===== config.mk =====
export PLATFORM = sky130hd
export DESIGN_NAME = message_fifo
export DESIGN_NICKNAME = d
export VERILOG_FILES = /design/src/design/message_fifo.sv
export SDC_FILE = /design/constraint.sdc
export NUM_CORES = 1
export LEC_CHECK = 0
export BUFFER_PORTS_ARGS = -buffer_cell sky130_fd_sc_hd__buf_2
export CAP_MARGIN = 15
export CORE_MARGIN = 5
export CORE_UTILIZATION = 45
export DETAILED_ROUTE_END_ITERATION = 16
export GPL_TIMING_DRIVEN = 0
export SLEW_MARGIN = 20
export SYNTH_ARGS = -nofsm -noshare
export SYNTH_HDL_FRONTEND = slang
export SYNTH_SLANG_ARGS = --single-unit

===== constraint.sdc =====
create_clock -name i_clk -period 2.48 [get_ports i_clk]
set_input_delay 0 -clock i_clk [delete_from_list [all_inputs] [get_ports i_clk]]
set_output_delay 0 -clock i_clk [all_outputs]
set_load 0.1 [all_outputs]

===== src/design/message_fifo.sv =====
// Message FIFO
// Circular valid/ready buffer for any payload type, with read and write
// pointers and an occupancy count

`timescale 1ns/1ps

module message_fifo #(
    parameter type payload_t = logic [31:0],
    parameter int  DEPTH     = 4
) (
    input  logic     i_clk,
    input  logic     i_rst_n,
    // Write side
    input  payload_t i_data,
    input  logic     i_valid,
    output logic     o_ready,
    // Read side
    output payload_t o_data,
    output logic     o_valid,
    input  logic     i_ready
);

    localparam int PTR_W = (DEPTH > 1) ? $clog2(DEPTH) : 1;
    localparam int CNT_W = $clog2(DEPTH + 1);

    payload_t         mem [DEPTH];
    logic [PTR_W-1:0] wr_ptr_q;
    logic [PTR_W-1:0] rd_ptr_q;
    logic [CNT_W-1:0] count_q;
    logic             push;
    logic             pop;

    // Full blocks writes, empty blocks reads
    assign o_ready = (count_q != CNT_W'(DEPTH));
    assign o_valid = (count_q != '0);
    assign o_data  = mem[rd_ptr_q];

    assign push = i_valid && o_ready;
    assign pop  = o_valid && i_ready;

    // Entry storage
    always_ff @(posedge i_clk) begin
        if (push) mem[wr_ptr_q] <= i_data;
    end

    // Pointers wrap at DEPTH, which need not be a power of two
    always_ff @(posedge i_clk or negedge i_rst_n) begin
        if (!i_rst_n) begin
            wr_ptr_q <= '0;
            rd_ptr_q <= '0;
            count_q  <= '0;
        end else begin
            if (push) begin
                wr_ptr_q <= (wr_ptr_q == PTR_W'(DEPTH - 1)) ? '0 : wr_ptr_q + 1'b1;
            end
            if (pop) begin
                rd_ptr_q <= (rd_ptr_q == PTR_W'(DEPTH - 1)) ? '0 : rd_ptr_q + 1'b1;
            end
            // Simultaneous push and pop leave the count alone
            if (push && !pop) begin
                count_q <= count_q + 1'b1;
            end else if (pop && !push) begin
                count_q <= count_q - 1'b1;
            end
        end
    end

endmodule : message_fifo


==> summary by stage <==
Run status
The run finished with clean final reports.

Clock network
Clock tree synthesis inserted a total of 17 buffers. TritonCTS built the clock tree. The root buffer selected by CTS is clkbuf_16. The clock edge transition at the registers on the reported setup and hold paths is around 60 ps. The count of H-tree levels built during CTS is 4. The clock latency at the later pin of the worst-skew pair is approximately 400 ps. The total number of clock tree sinks is about 140. No sink is reached through more buffers than the 2 on the longest clock path. The post-CTS setup buffer count is 0.

STA
Across the routed clock network, the largest skew measured is 8.18 ps. The maximum achievable frequency is about 0.48 GHz. Setup repair after global routing left no endpoint under its margin. After layout, the worst path uses 83.5% of the clock period. The remaining max-slew budget at the tightest pin is between 60% and 70%.

The final number of max-transition violations is 0. Counting I/O delays and the setup requirement, the final critical path takes around 2100 ps. The worst-margin pin slew is 498 ps. The final-report hold violation count is 0. Setup violations remaining at the end of the flow were counted as 0.

Die
The number of placement rows is 39. The total die area is around 14000 µm². The region available for standard cell placement spans around 11000 µm². In this run the vertical extent of the chip is ~120 µm. From left edge to right edge, the die measures 117 µm. The starting density of the core is a little under half. The boundary pin count is 70.

Placement
Detailed placement ended at an HPWL of about 5.4 mm. The final estimated routing congestion in global placement is between 0.6 and 0.7. Input and output buffers added on the ports amount to 69. The cell count after placement is around 420.

Drt
The final wirelength is approximately 8.8 mm. The number of optimization iterations in the first detailed-route pass is 4. In the final routed layout, each cell accounts on average for 18.1 µm. The antenna violation net count after detailed routing is 0.

The routed layout has 2453 vias. The mean number of vias per cell is approximately 5.0. After the first detailed-routing iteration, the DRC count stood at 100. The residual DRC count is 0.

Synthesis
The synthesized netlist occupies a cell area of roughly 5100 µm². By count the netlist is led by 128 x edfxtp_1, 28 x mux4_2, 7 x dfrtp_1, 6 x ha_1, 5 x mux2_2. For this run, the register share of the synthesized area comes to ~80%.

In this run, synthesis inferred 128 flip-flops with an integrated enable. In the post-synthesis netlist, the biggest area contributors are edfxtp_1 75%, mux4_2 12%, dfrtp_1 3.4%. The most frequent cell after synthesis is edfxtp_1. The share of the synthesized area in the top cell type is between 70% and 80%. The most used flip-flop cell after synthesis is edfxtp_1. The count of yosys warnings during synthesis is 0. The number of nets in the synthesized netlist is approximately 250. The share of flip-flops with an asynchronous set or reset is ~5.2%. The cell taking the most area after synthesis is edfxtp_1. The flop and latch count out of synthesis is roughly 140.

The instance count of the mapped netlist is approximately 210. A synthesized cell averages roughly 25 µm². The number of distinct library cell variants in the gate-level netlist after synthesis is 20.

Layout
The antenna cell count is 0. The finished layout holds 488 standard cells, fillers aside. Of the cells placed in the final design, the portion with a size suffix greater than 1 is a little over two fifths. The layout overhead on the synthesized area is 30.6%. At the end of the flow, the number of nets in the layout was 375.

Setup path
The endpoint class of the critical path is a flop. The signal arrival time at the worst endpoint is roughly 2400 ps. The category of the critical setup timing path is reg2reg. The highest fanout seen on the critical path is 4.

The critical path launch point type is a flop. At the worst endpoint, the required time is 2810 ps.

Global routing
The total global-route track usage is 14.4%. For met1 alone, demand over resource in global routing was between 10% and 20%. met2 is the most crowded layer. The initial antenna violation count is 0. Summed over all layers, the global routing overflow is 0. The global routing met2 resource utilization is 23.8%.

The number of global-route vias before repair is approximately 2700. In the global route stage, met3 resource usage came out at 4.72%. The first global-routing pass estimated ~14 mm of wire. The maximum number of pins on one net before global-route repair is 26.

Min path
The path type of the worst min-delay path is in2reg.

Run
The tool flagged a number of max-cap violations equal to 0.
==> critical path, stage by stage, from the launching register on <==
cell and delay, ps:
dfrtp_1 430, or3_4 390, nand2_2 100, ha_1 180
inv_1 60, fa_1 380, xor2_1 170, nor2_1 130
xor2_1 160
==> flip-flops by register name, summed over array words and instances (netlist names) <==
| register | cells |
|---|---|
| wr_ptr_q | 2 |
| mem | 128 |
| rd_ptr_q | 2 |
| count_q | 3 |
==> metrics by stage <==
stage / worst slack [ps] / utilization [%] / cell area [µm²] / hold slack [ps] / TNS, ps
CTS: 350 / 59.2 / 6670 / 126 / 0
finish: 410 / 59.2 / 6670 / 138 / 0
global placement: -203 / 50.0 / 5630 / -154 / -24270
detailed placement: 407 / 50.8 / 5720 / -151 / 0
floorplan: 321 / - / 5110 / -296 / 0
global route: 258 / 59.2 / 6670 / 149 / 0
==> area by class of cell <==
type                       count  area (µm²)
sequential                   135        4020
buffer                         8        90.1
fill                         845        4600
clock inverter                 4        68.8
multi-input combinational     59         991
tap                          143         179
inverter                       3        11.3
timing repair buffer         108         783
clock buffer                  28         527
==> routing by layer <==
layer / wire (µm) / vias up
li1: - / 1118
met1: 3800 / 1260
met2: 4420 / 64
met3: 460 / 11
met4: 145 / 0
met5: 0 / -
==> cell families (layout without fill, tap and decap cells) <==
kind of cell    after synthesis  in the layout  share of synthesized area, %
flops                       135            135                          78.7
mux                          37             37                          15.5
simple gates                 11             11                          1.20
buf+inv                      11            151                          1.98
fa+ha+maj                     7              7                          1.86
xor+xnor                      3              3                         0.515
compound gates                1              1                         0.221
==> layout by cell type, fill, tap and decap left out, drive strengths merged <==
master       count
a21boi           1
mux2             5
xnor2            1
bufinv           2
and2             4
dlygate4sd3     35
xor2             2
edfxtp         128
mux4            32
nand2            2
dfrtp            7
or3              1
fa               1
clkbuf          29
inv              3
ha               6
buf             80
clkinv           2
nor2             4
==> final timing paths <==
path                                         from                      end  slack [ps]  cells past startpoint
setup / recovery           count_q[0]$_DFFE_PN0P_   count_q[2]$_DFFE_PN0P_         410                      8
hold / removal                            i_valid  wr_ptr_q[1]$_DFFE_PN0P_         140                      3
setup reg to reg           count_q[0]$_DFFE_PN0P_   count_q[2]$_DFFE_PN0P_         410                      8
hold reg to reg            count_q[2]$_DFFE_PN0P_   count_q[2]$_DFFE_PN0P_         540                      1
max in group asynchronous                 i_rst_n   count_q[0]$_DFFE_PN0P_        1670                      3
min in group asynchronous                 i_rst_n   count_q[2]$_DFFE_PN0P_         550                      3
==> timing repair <==
item                                   CTS  global route
endpoints found under the hold margin  137             0
resized for setup                        0             0
hold buffers                            35             0
Power is not shown: default switching activity piles up to over one toggle a cycle in this logic, so the estimate is an artifact.
