[config.mk]
export PLATFORM = sky130hd
export DESIGN_NAME = message_egress
export DESIGN_NICKNAME = d
export VERILOG_FILES = /design/src/design/node_pkg.sv /design/src/design/message_egress.sv
export SDC_FILE = /design/constraint.sdc
export NUM_CORES = 1
export LEC_CHECK = 0
export ABC_AREA = 1
export ABC_CLOCK_PERIOD_IN_PS = 2100
export BUFFER_PORTS_ARGS = -buffer_cell sky130_fd_sc_hd__buf_4
export CAP_MARGIN = 0
export CORE_MARGIN = 2
export CORE_UTILIZATION = 42
export DETAILED_ROUTE_END_ITERATION = 8
export PLACE_DENSITY = 0.72
export SLEW_MARGIN = 30
export SYNTH_ARGS = -nofsm -noshare
export SYNTH_HDL_FRONTEND = slang
export SYNTH_SLANG_ARGS = --single-unit
export TNS_END_PERCENT = 5
[constraint.sdc]
create_clock -name i_clk -period 2.1 [get_ports i_clk]
set_clock_uncertainty 0.05 [all_clocks]
set_input_delay 0.105 -clock i_clk [delete_from_list [all_inputs] [get_ports i_clk]]
set_output_delay 0.105 -clock i_clk [all_outputs]
set_load 0.03 [all_outputs]
[src/design/node_pkg.sv]
// Node output package
// Message, lookup and mapping structures shared by the node output side,
// together with the store and link widths

package node_pkg;

    // ====================
    // Widths
    // ====================

    // Store address and word widths
    localparam int STORE_ADDR_W = 10;
    localparam int STORE_DATA_W = 32;

    // One mesh link flit, half a message
    localparam int FLIT_W = 16;

    // ====================
    // Message format
    // ====================

    // Only the signal command is produced by this node side
    typedef enum logic [1:0] {
        NODE_COMMAND_LOAD,
        NODE_COMMAND_LOOPBACK,
        NODE_COMMAND_SIGNAL,
        NODE_COMMAND_CONTROL
    } node_command_t;

    // Routing header, 10 bits
    typedef struct packed {
        logic [3:0]    row;
        logic [3:0]    column;
        node_command_t command;
    } node_header_t;

    // Signal message, padded out to one 32-bit word
    typedef struct packed {
        node_header_t header;
        logic [4:0]   index;
        logic         is_seq;
        logic         state;
        logic [14:0]  padding;
    } node_message_t;

    // ====================
    // Store entries
    // ====================

    // Per-output lookup, range of mapping entries
    typedef struct packed {
        logic                    active;
        logic [STORE_ADDR_W-1:0] start;
        logic [STORE_ADDR_W-1:0] stop;
    } output_lookup_t;

    // One target of an output
    typedef struct packed {
        logic [3:0] row;
        logic [3:0] column;
        logic [4:0] index;
        logic       is_seq;
    } output_mapping_t;

    // Struct widths as seen in the store and on the link
    localparam int MESSAGE_W = $bits(node_message_t);
    localparam int LOOKUP_W  = $bits(output_lookup_t);
    localparam int MAPPING_W = $bits(output_mapping_t);

endpackage : node_pkg

[src/design/message_egress.sv]
// Message egress
// Sends each buffered 32-bit message as two flits on the mesh link,
// upper half first

`timescale 1ns/1ps

module message_egress
    import node_pkg::*;
(
    input  logic              i_clk,
    input  logic              i_rst_n,
    // From the FIFO
    input  node_message_t     i_msg,
    input  logic              i_msg_valid,
    output logic              o_msg_ready,
    // Mesh link
    output logic [FLIT_W-1:0] o_link_flit,
    output logic              o_link_valid,
    input  logic              i_link_ready
);

    logic [MESSAGE_W-1:0] msg_q;
    logic                 full_q;
    // Low means the upper flit is next
    logic                 half_q;
    logic                 flit_take;
    logic                 msg_take;

    assign flit_take = full_q && i_link_ready;

    // Refill as the lower flit leaves, no bubble between messages
    assign o_msg_ready = !full_q || (half_q && i_link_ready);
    assign msg_take    = i_msg_valid && o_msg_ready;

    assign o_link_valid = full_q;
    assign o_link_flit  = half_q ? msg_q[FLIT_W-1:0] : msg_q[MESSAGE_W-1:FLIT_W];

    // ====================
    // Flit sequencing
    // ====================

    always_ff @(posedge i_clk or negedge i_rst_n) begin
        if (!i_rst_n) begin
            full_q <= 1'b0;
            half_q <= 1'b0;
        end else if (msg_take) begin
            full_q <= 1'b1;
            half_q <= 1'b0;
        end else if (flit_take) begin
            // Register empties after the lower flit
            full_q <= !half_q;
            half_q <= !half_q;
        end
    end

    always_ff @(posedge i_clk) begin
        if (msg_take) msg_q <= i_msg;
    end

endmodule : message_egress

==> results.py <==
metrics = {
    "outcome": {
        "run_status": "complete, no violations",
    },
    "layout": {
        "num_antenna_cells": 0,
        "fill_cells": 216,
        "synthToLayoutAreaGrowth_pct": 64.2,
        "nets": 226,
        "layout-drive-gt1-share": 0.337,
        "area_of_the_multi_input_gates_um2": 220,
        "register_area_um2": 1010,
        "final_core_util": 0.704,
    },
    "clock_network": {
        "clk_root_buf": "sky130_fd_sc_hd__clkbuf_4",
        "clock_path_buffers": 2,
        "cts_tree": "built",
        "cts_resized": 0,
        "clkTransAtPathRegs_ns": 0.09,
        "cts-buffers-inserted": 5,
        "postCtsSetupBuffers": 0,
        "clock_tree.htree_level_count": 2,
        "cts_sinks": 34,
        "cts_hold_repair.buffers": 35,
        "worstSkewPairLatency_ns": 0.32,
    },
    "die": {
        "fp.dieH_um": 59.2,
        "dieArea_um2": 3500,
        "floorplan.initialDensity": 0.429,
        "io_pins": 54,
        "die_width_um": 59.2,
        "placeableCoreArea_um2": 2980,
        "placement_rows": 20,
    },
    "route": {
        "drt_pass1_iterations": 6,
        "met3_wirelength_um": 109,
        "drt-total-wl_um": 2590,
        "detail-route-antenna-nets": 0,
        "total_drc_errors_in_the_routed_layout": 0,
        "via_per_inst": 4.46,
        "route.met2.wl_um": 1390,
        "drt-met1-wl_um": 1050,
        "dr.max_layer_used": "met4",
        "via_count": 994,
        "first_iter_violations": 21,
        "routedWlPerCell_um": 11.6,
    },
    "global_route": {
        "vias_in_the_first_global_route": 992,
        "grt_first_pass_wirelength_um": 4070,
        "pin_count_of_the_biggest_net_entering_global_routing": 33,
        "antenna_found_initial": 0,
        "grt_use_total": 0.164,
        "grt-ovfl-total": 0,
    },
    "flow_run": {
        "max_cap_viol_count": 0,
    },
    "power_and_ir_drop": {
        "seq_power_share": 0.417,
        "power.switching_fraction": 0.376,
        "max-vdd-ir-drop_mv": 0.612,
        "static-leakage-power_nw": 0.935,
        "clockPowerShare": 0.147,
        "power_report.internal_total_mw": 1.31,
        "power_switching_mw": 0.791,
        "cellPowerDensity_nw_per_um2": 1000,
        "power.share.combinational": 0.436,
    },
    "timing": {
        "final_period_minus_worst_setup_slack_ns": 1.53,
        "timing.slew.headroom": 0.740,
        "finalSetupViolations": 0,
        "post-route-period-util": 0.730,
        "setup_repair_after_global_routing_missed_its_margin": "false",
        "report.final.slew_viol_count": 0,
        "achievable-frequency_mhz": 652,
        "fin_setup_tns_ns": 0,
        "report.final.hold_viol_count": 0,
        "tightestPinTransition_ns": 0.389,
    },
    "worst_setup_path": {
        "worstSetupPathType": "register to output port",
        "worst_r2r_path_depth": 4,
        "worst_ep_required_time_ns": 1.95,
        "r2r-start": "o_link_valid",
        "worst_path_largest_cell_delay_ns": 0.40,
        "setup.worst_path.start_class": "register",
        "r2r_end": "msg_q[14]",
        "r2r_setup_slack_ns": 0.70,
        "crit_slowest_cell": "sky130_fd_sc_hd__dfrtp_1",
        "timing.critical_path.arrival_ns": 1.38,
        "cp_cell_sequence": "buf_4, inv_6, nand2_1, nand2_1, buf_4",
        "critPathCaptureType": "output port",
        "worstPathMaxFanout": 18,
    },
    "worst_hold_path": {
        "holdCritPathClass": "input pin to asynchronous set/reset pin",
    },
    "synthesis": {
        "synthesis.instances": 96,
        "number_of_unique_standard_cell_types_used_by_synthesis": 10,
        "syn_nets": 132,
        "yosysSeqAreaShare": 0.791,
        "synth_area_per_cell_um2": 13.3,
        "synth.yosys.warnings": 0,
        "synth-seq-cells": 34,
        "netlist_area_um2": 1280,
    },
    "place": {
        "gp_congestion": 0.735,
        "port-buffer-count": 53,
    },
}
## metal layers
metal	vias to the layer above	track usage
li1	507	-
met1	459	0.180
met2	22	0.283
met3	6	0.0546
met4	0	0.0812
met5	-	0
## worst max path at each step
stage,slack (ns),depth (start not counted),to,startpoint
final,0.57,5,o_link_flit[0],half_q
after global routing,0.46,5,o_link_flit[5],half_q
after CTS,0.55,5,o_link_flit[0],half_q
after detailed placement,0.73,4,msg_q[20],o_link_valid
after global placement,0.78,4,msg_q[24],o_link_valid
after floorplan,0.21,3,msg_q[0],o_link_valid
## power groups by stage
| stage | logic [mW] | clock network [mW] | registers, mW |
|---|---|---|---|
| after floorplan | 0.568 | 0 | 0.893 |
| after global placement | 0.858 | 0 | 0.886 |
| after detailed placement | 0.869 | 0 | 0.892 |
| after CTS | 0.921 | 0.317 | 0.877 |
| after global routing | 0.984 | 0.352 | 0.885 |
| final | 0.917 | 0.309 | 0.877 |
## state kept, by name (all words and copies together) (netlist names)
register / count
half_q: 1
msg_q: 32
o_link_valid: 1
## through the flow
step,std cells,area [um^2],hold WS (ns),setup slack (ns),total power [mW]
floorplan,96,1280,-0.241,0.211,1.46
global route,223,2100,0.0399,0.461,2.22
global placement,181,1700,-0.163,0.780,1.74
detailed placement,181,1700,-0.159,0.728,1.76
CTS,223,2100,0.0325,0.552,2.11
finish,223,2100,0.0431,0.567,2.10
## worst max-delay path, delay by kind of cell, from the launching register on
family / cells / cell delay (ns)
DFF: 1 / 0.40
and+or+nand+nor: 2 / 0.14
buffers and inverters: 3 / 0.51
## cells in the mapped netlist
cell	count	area share
sky130_fd_sc_hd__inv_6	1	0.0069
sky130_fd_sc_hd__inv_1	2	0.0059
sky130_fd_sc_hd__buf_4	1	0.0059
sky130_fd_sc_hd__nand3_1	1	0.0039
sky130_fd_sc_hd__a21oi_1	1	0.0039
sky130_fd_sc_hd__nand2_2	3	0.015
sky130_fd_sc_hd__dfrtp_1	2	0.039
sky130_fd_sc_hd__nand2_1	51	0.15
sky130_fd_sc_hd__edfxtp_1	32	0.75
sky130_fd_sc_hd__buf_6	2	0.018
## logic make-up after synthesis
logic type,Yosys count,share of synthesized area
buffers and inverters,6,0.0362
AOI/OAI and AO/OA,1,0.00391
DFF,34,0.791
and+or+nand+nor,55,0.168
## cell type report
class                           instances  share of cell area
Clock buffer                            7              0.0215
Tap cell                               33              0.0197
Timing Repair Buffer                   90               0.364
Inverter                                3             0.00776
Multi-Input combinational cell         56               0.105
Sequential cell                        34               0.482
## placed cells by master, fill, tap and decap left out, drive strengths merged
cell type	count
buf	55
nand2	54
dlygate4sd3	35
edfxtp	32
clkbuf	7
inv	3
dfrtp	2
a21oi	1
nand3	1
(Power assumes the default switching activity.)
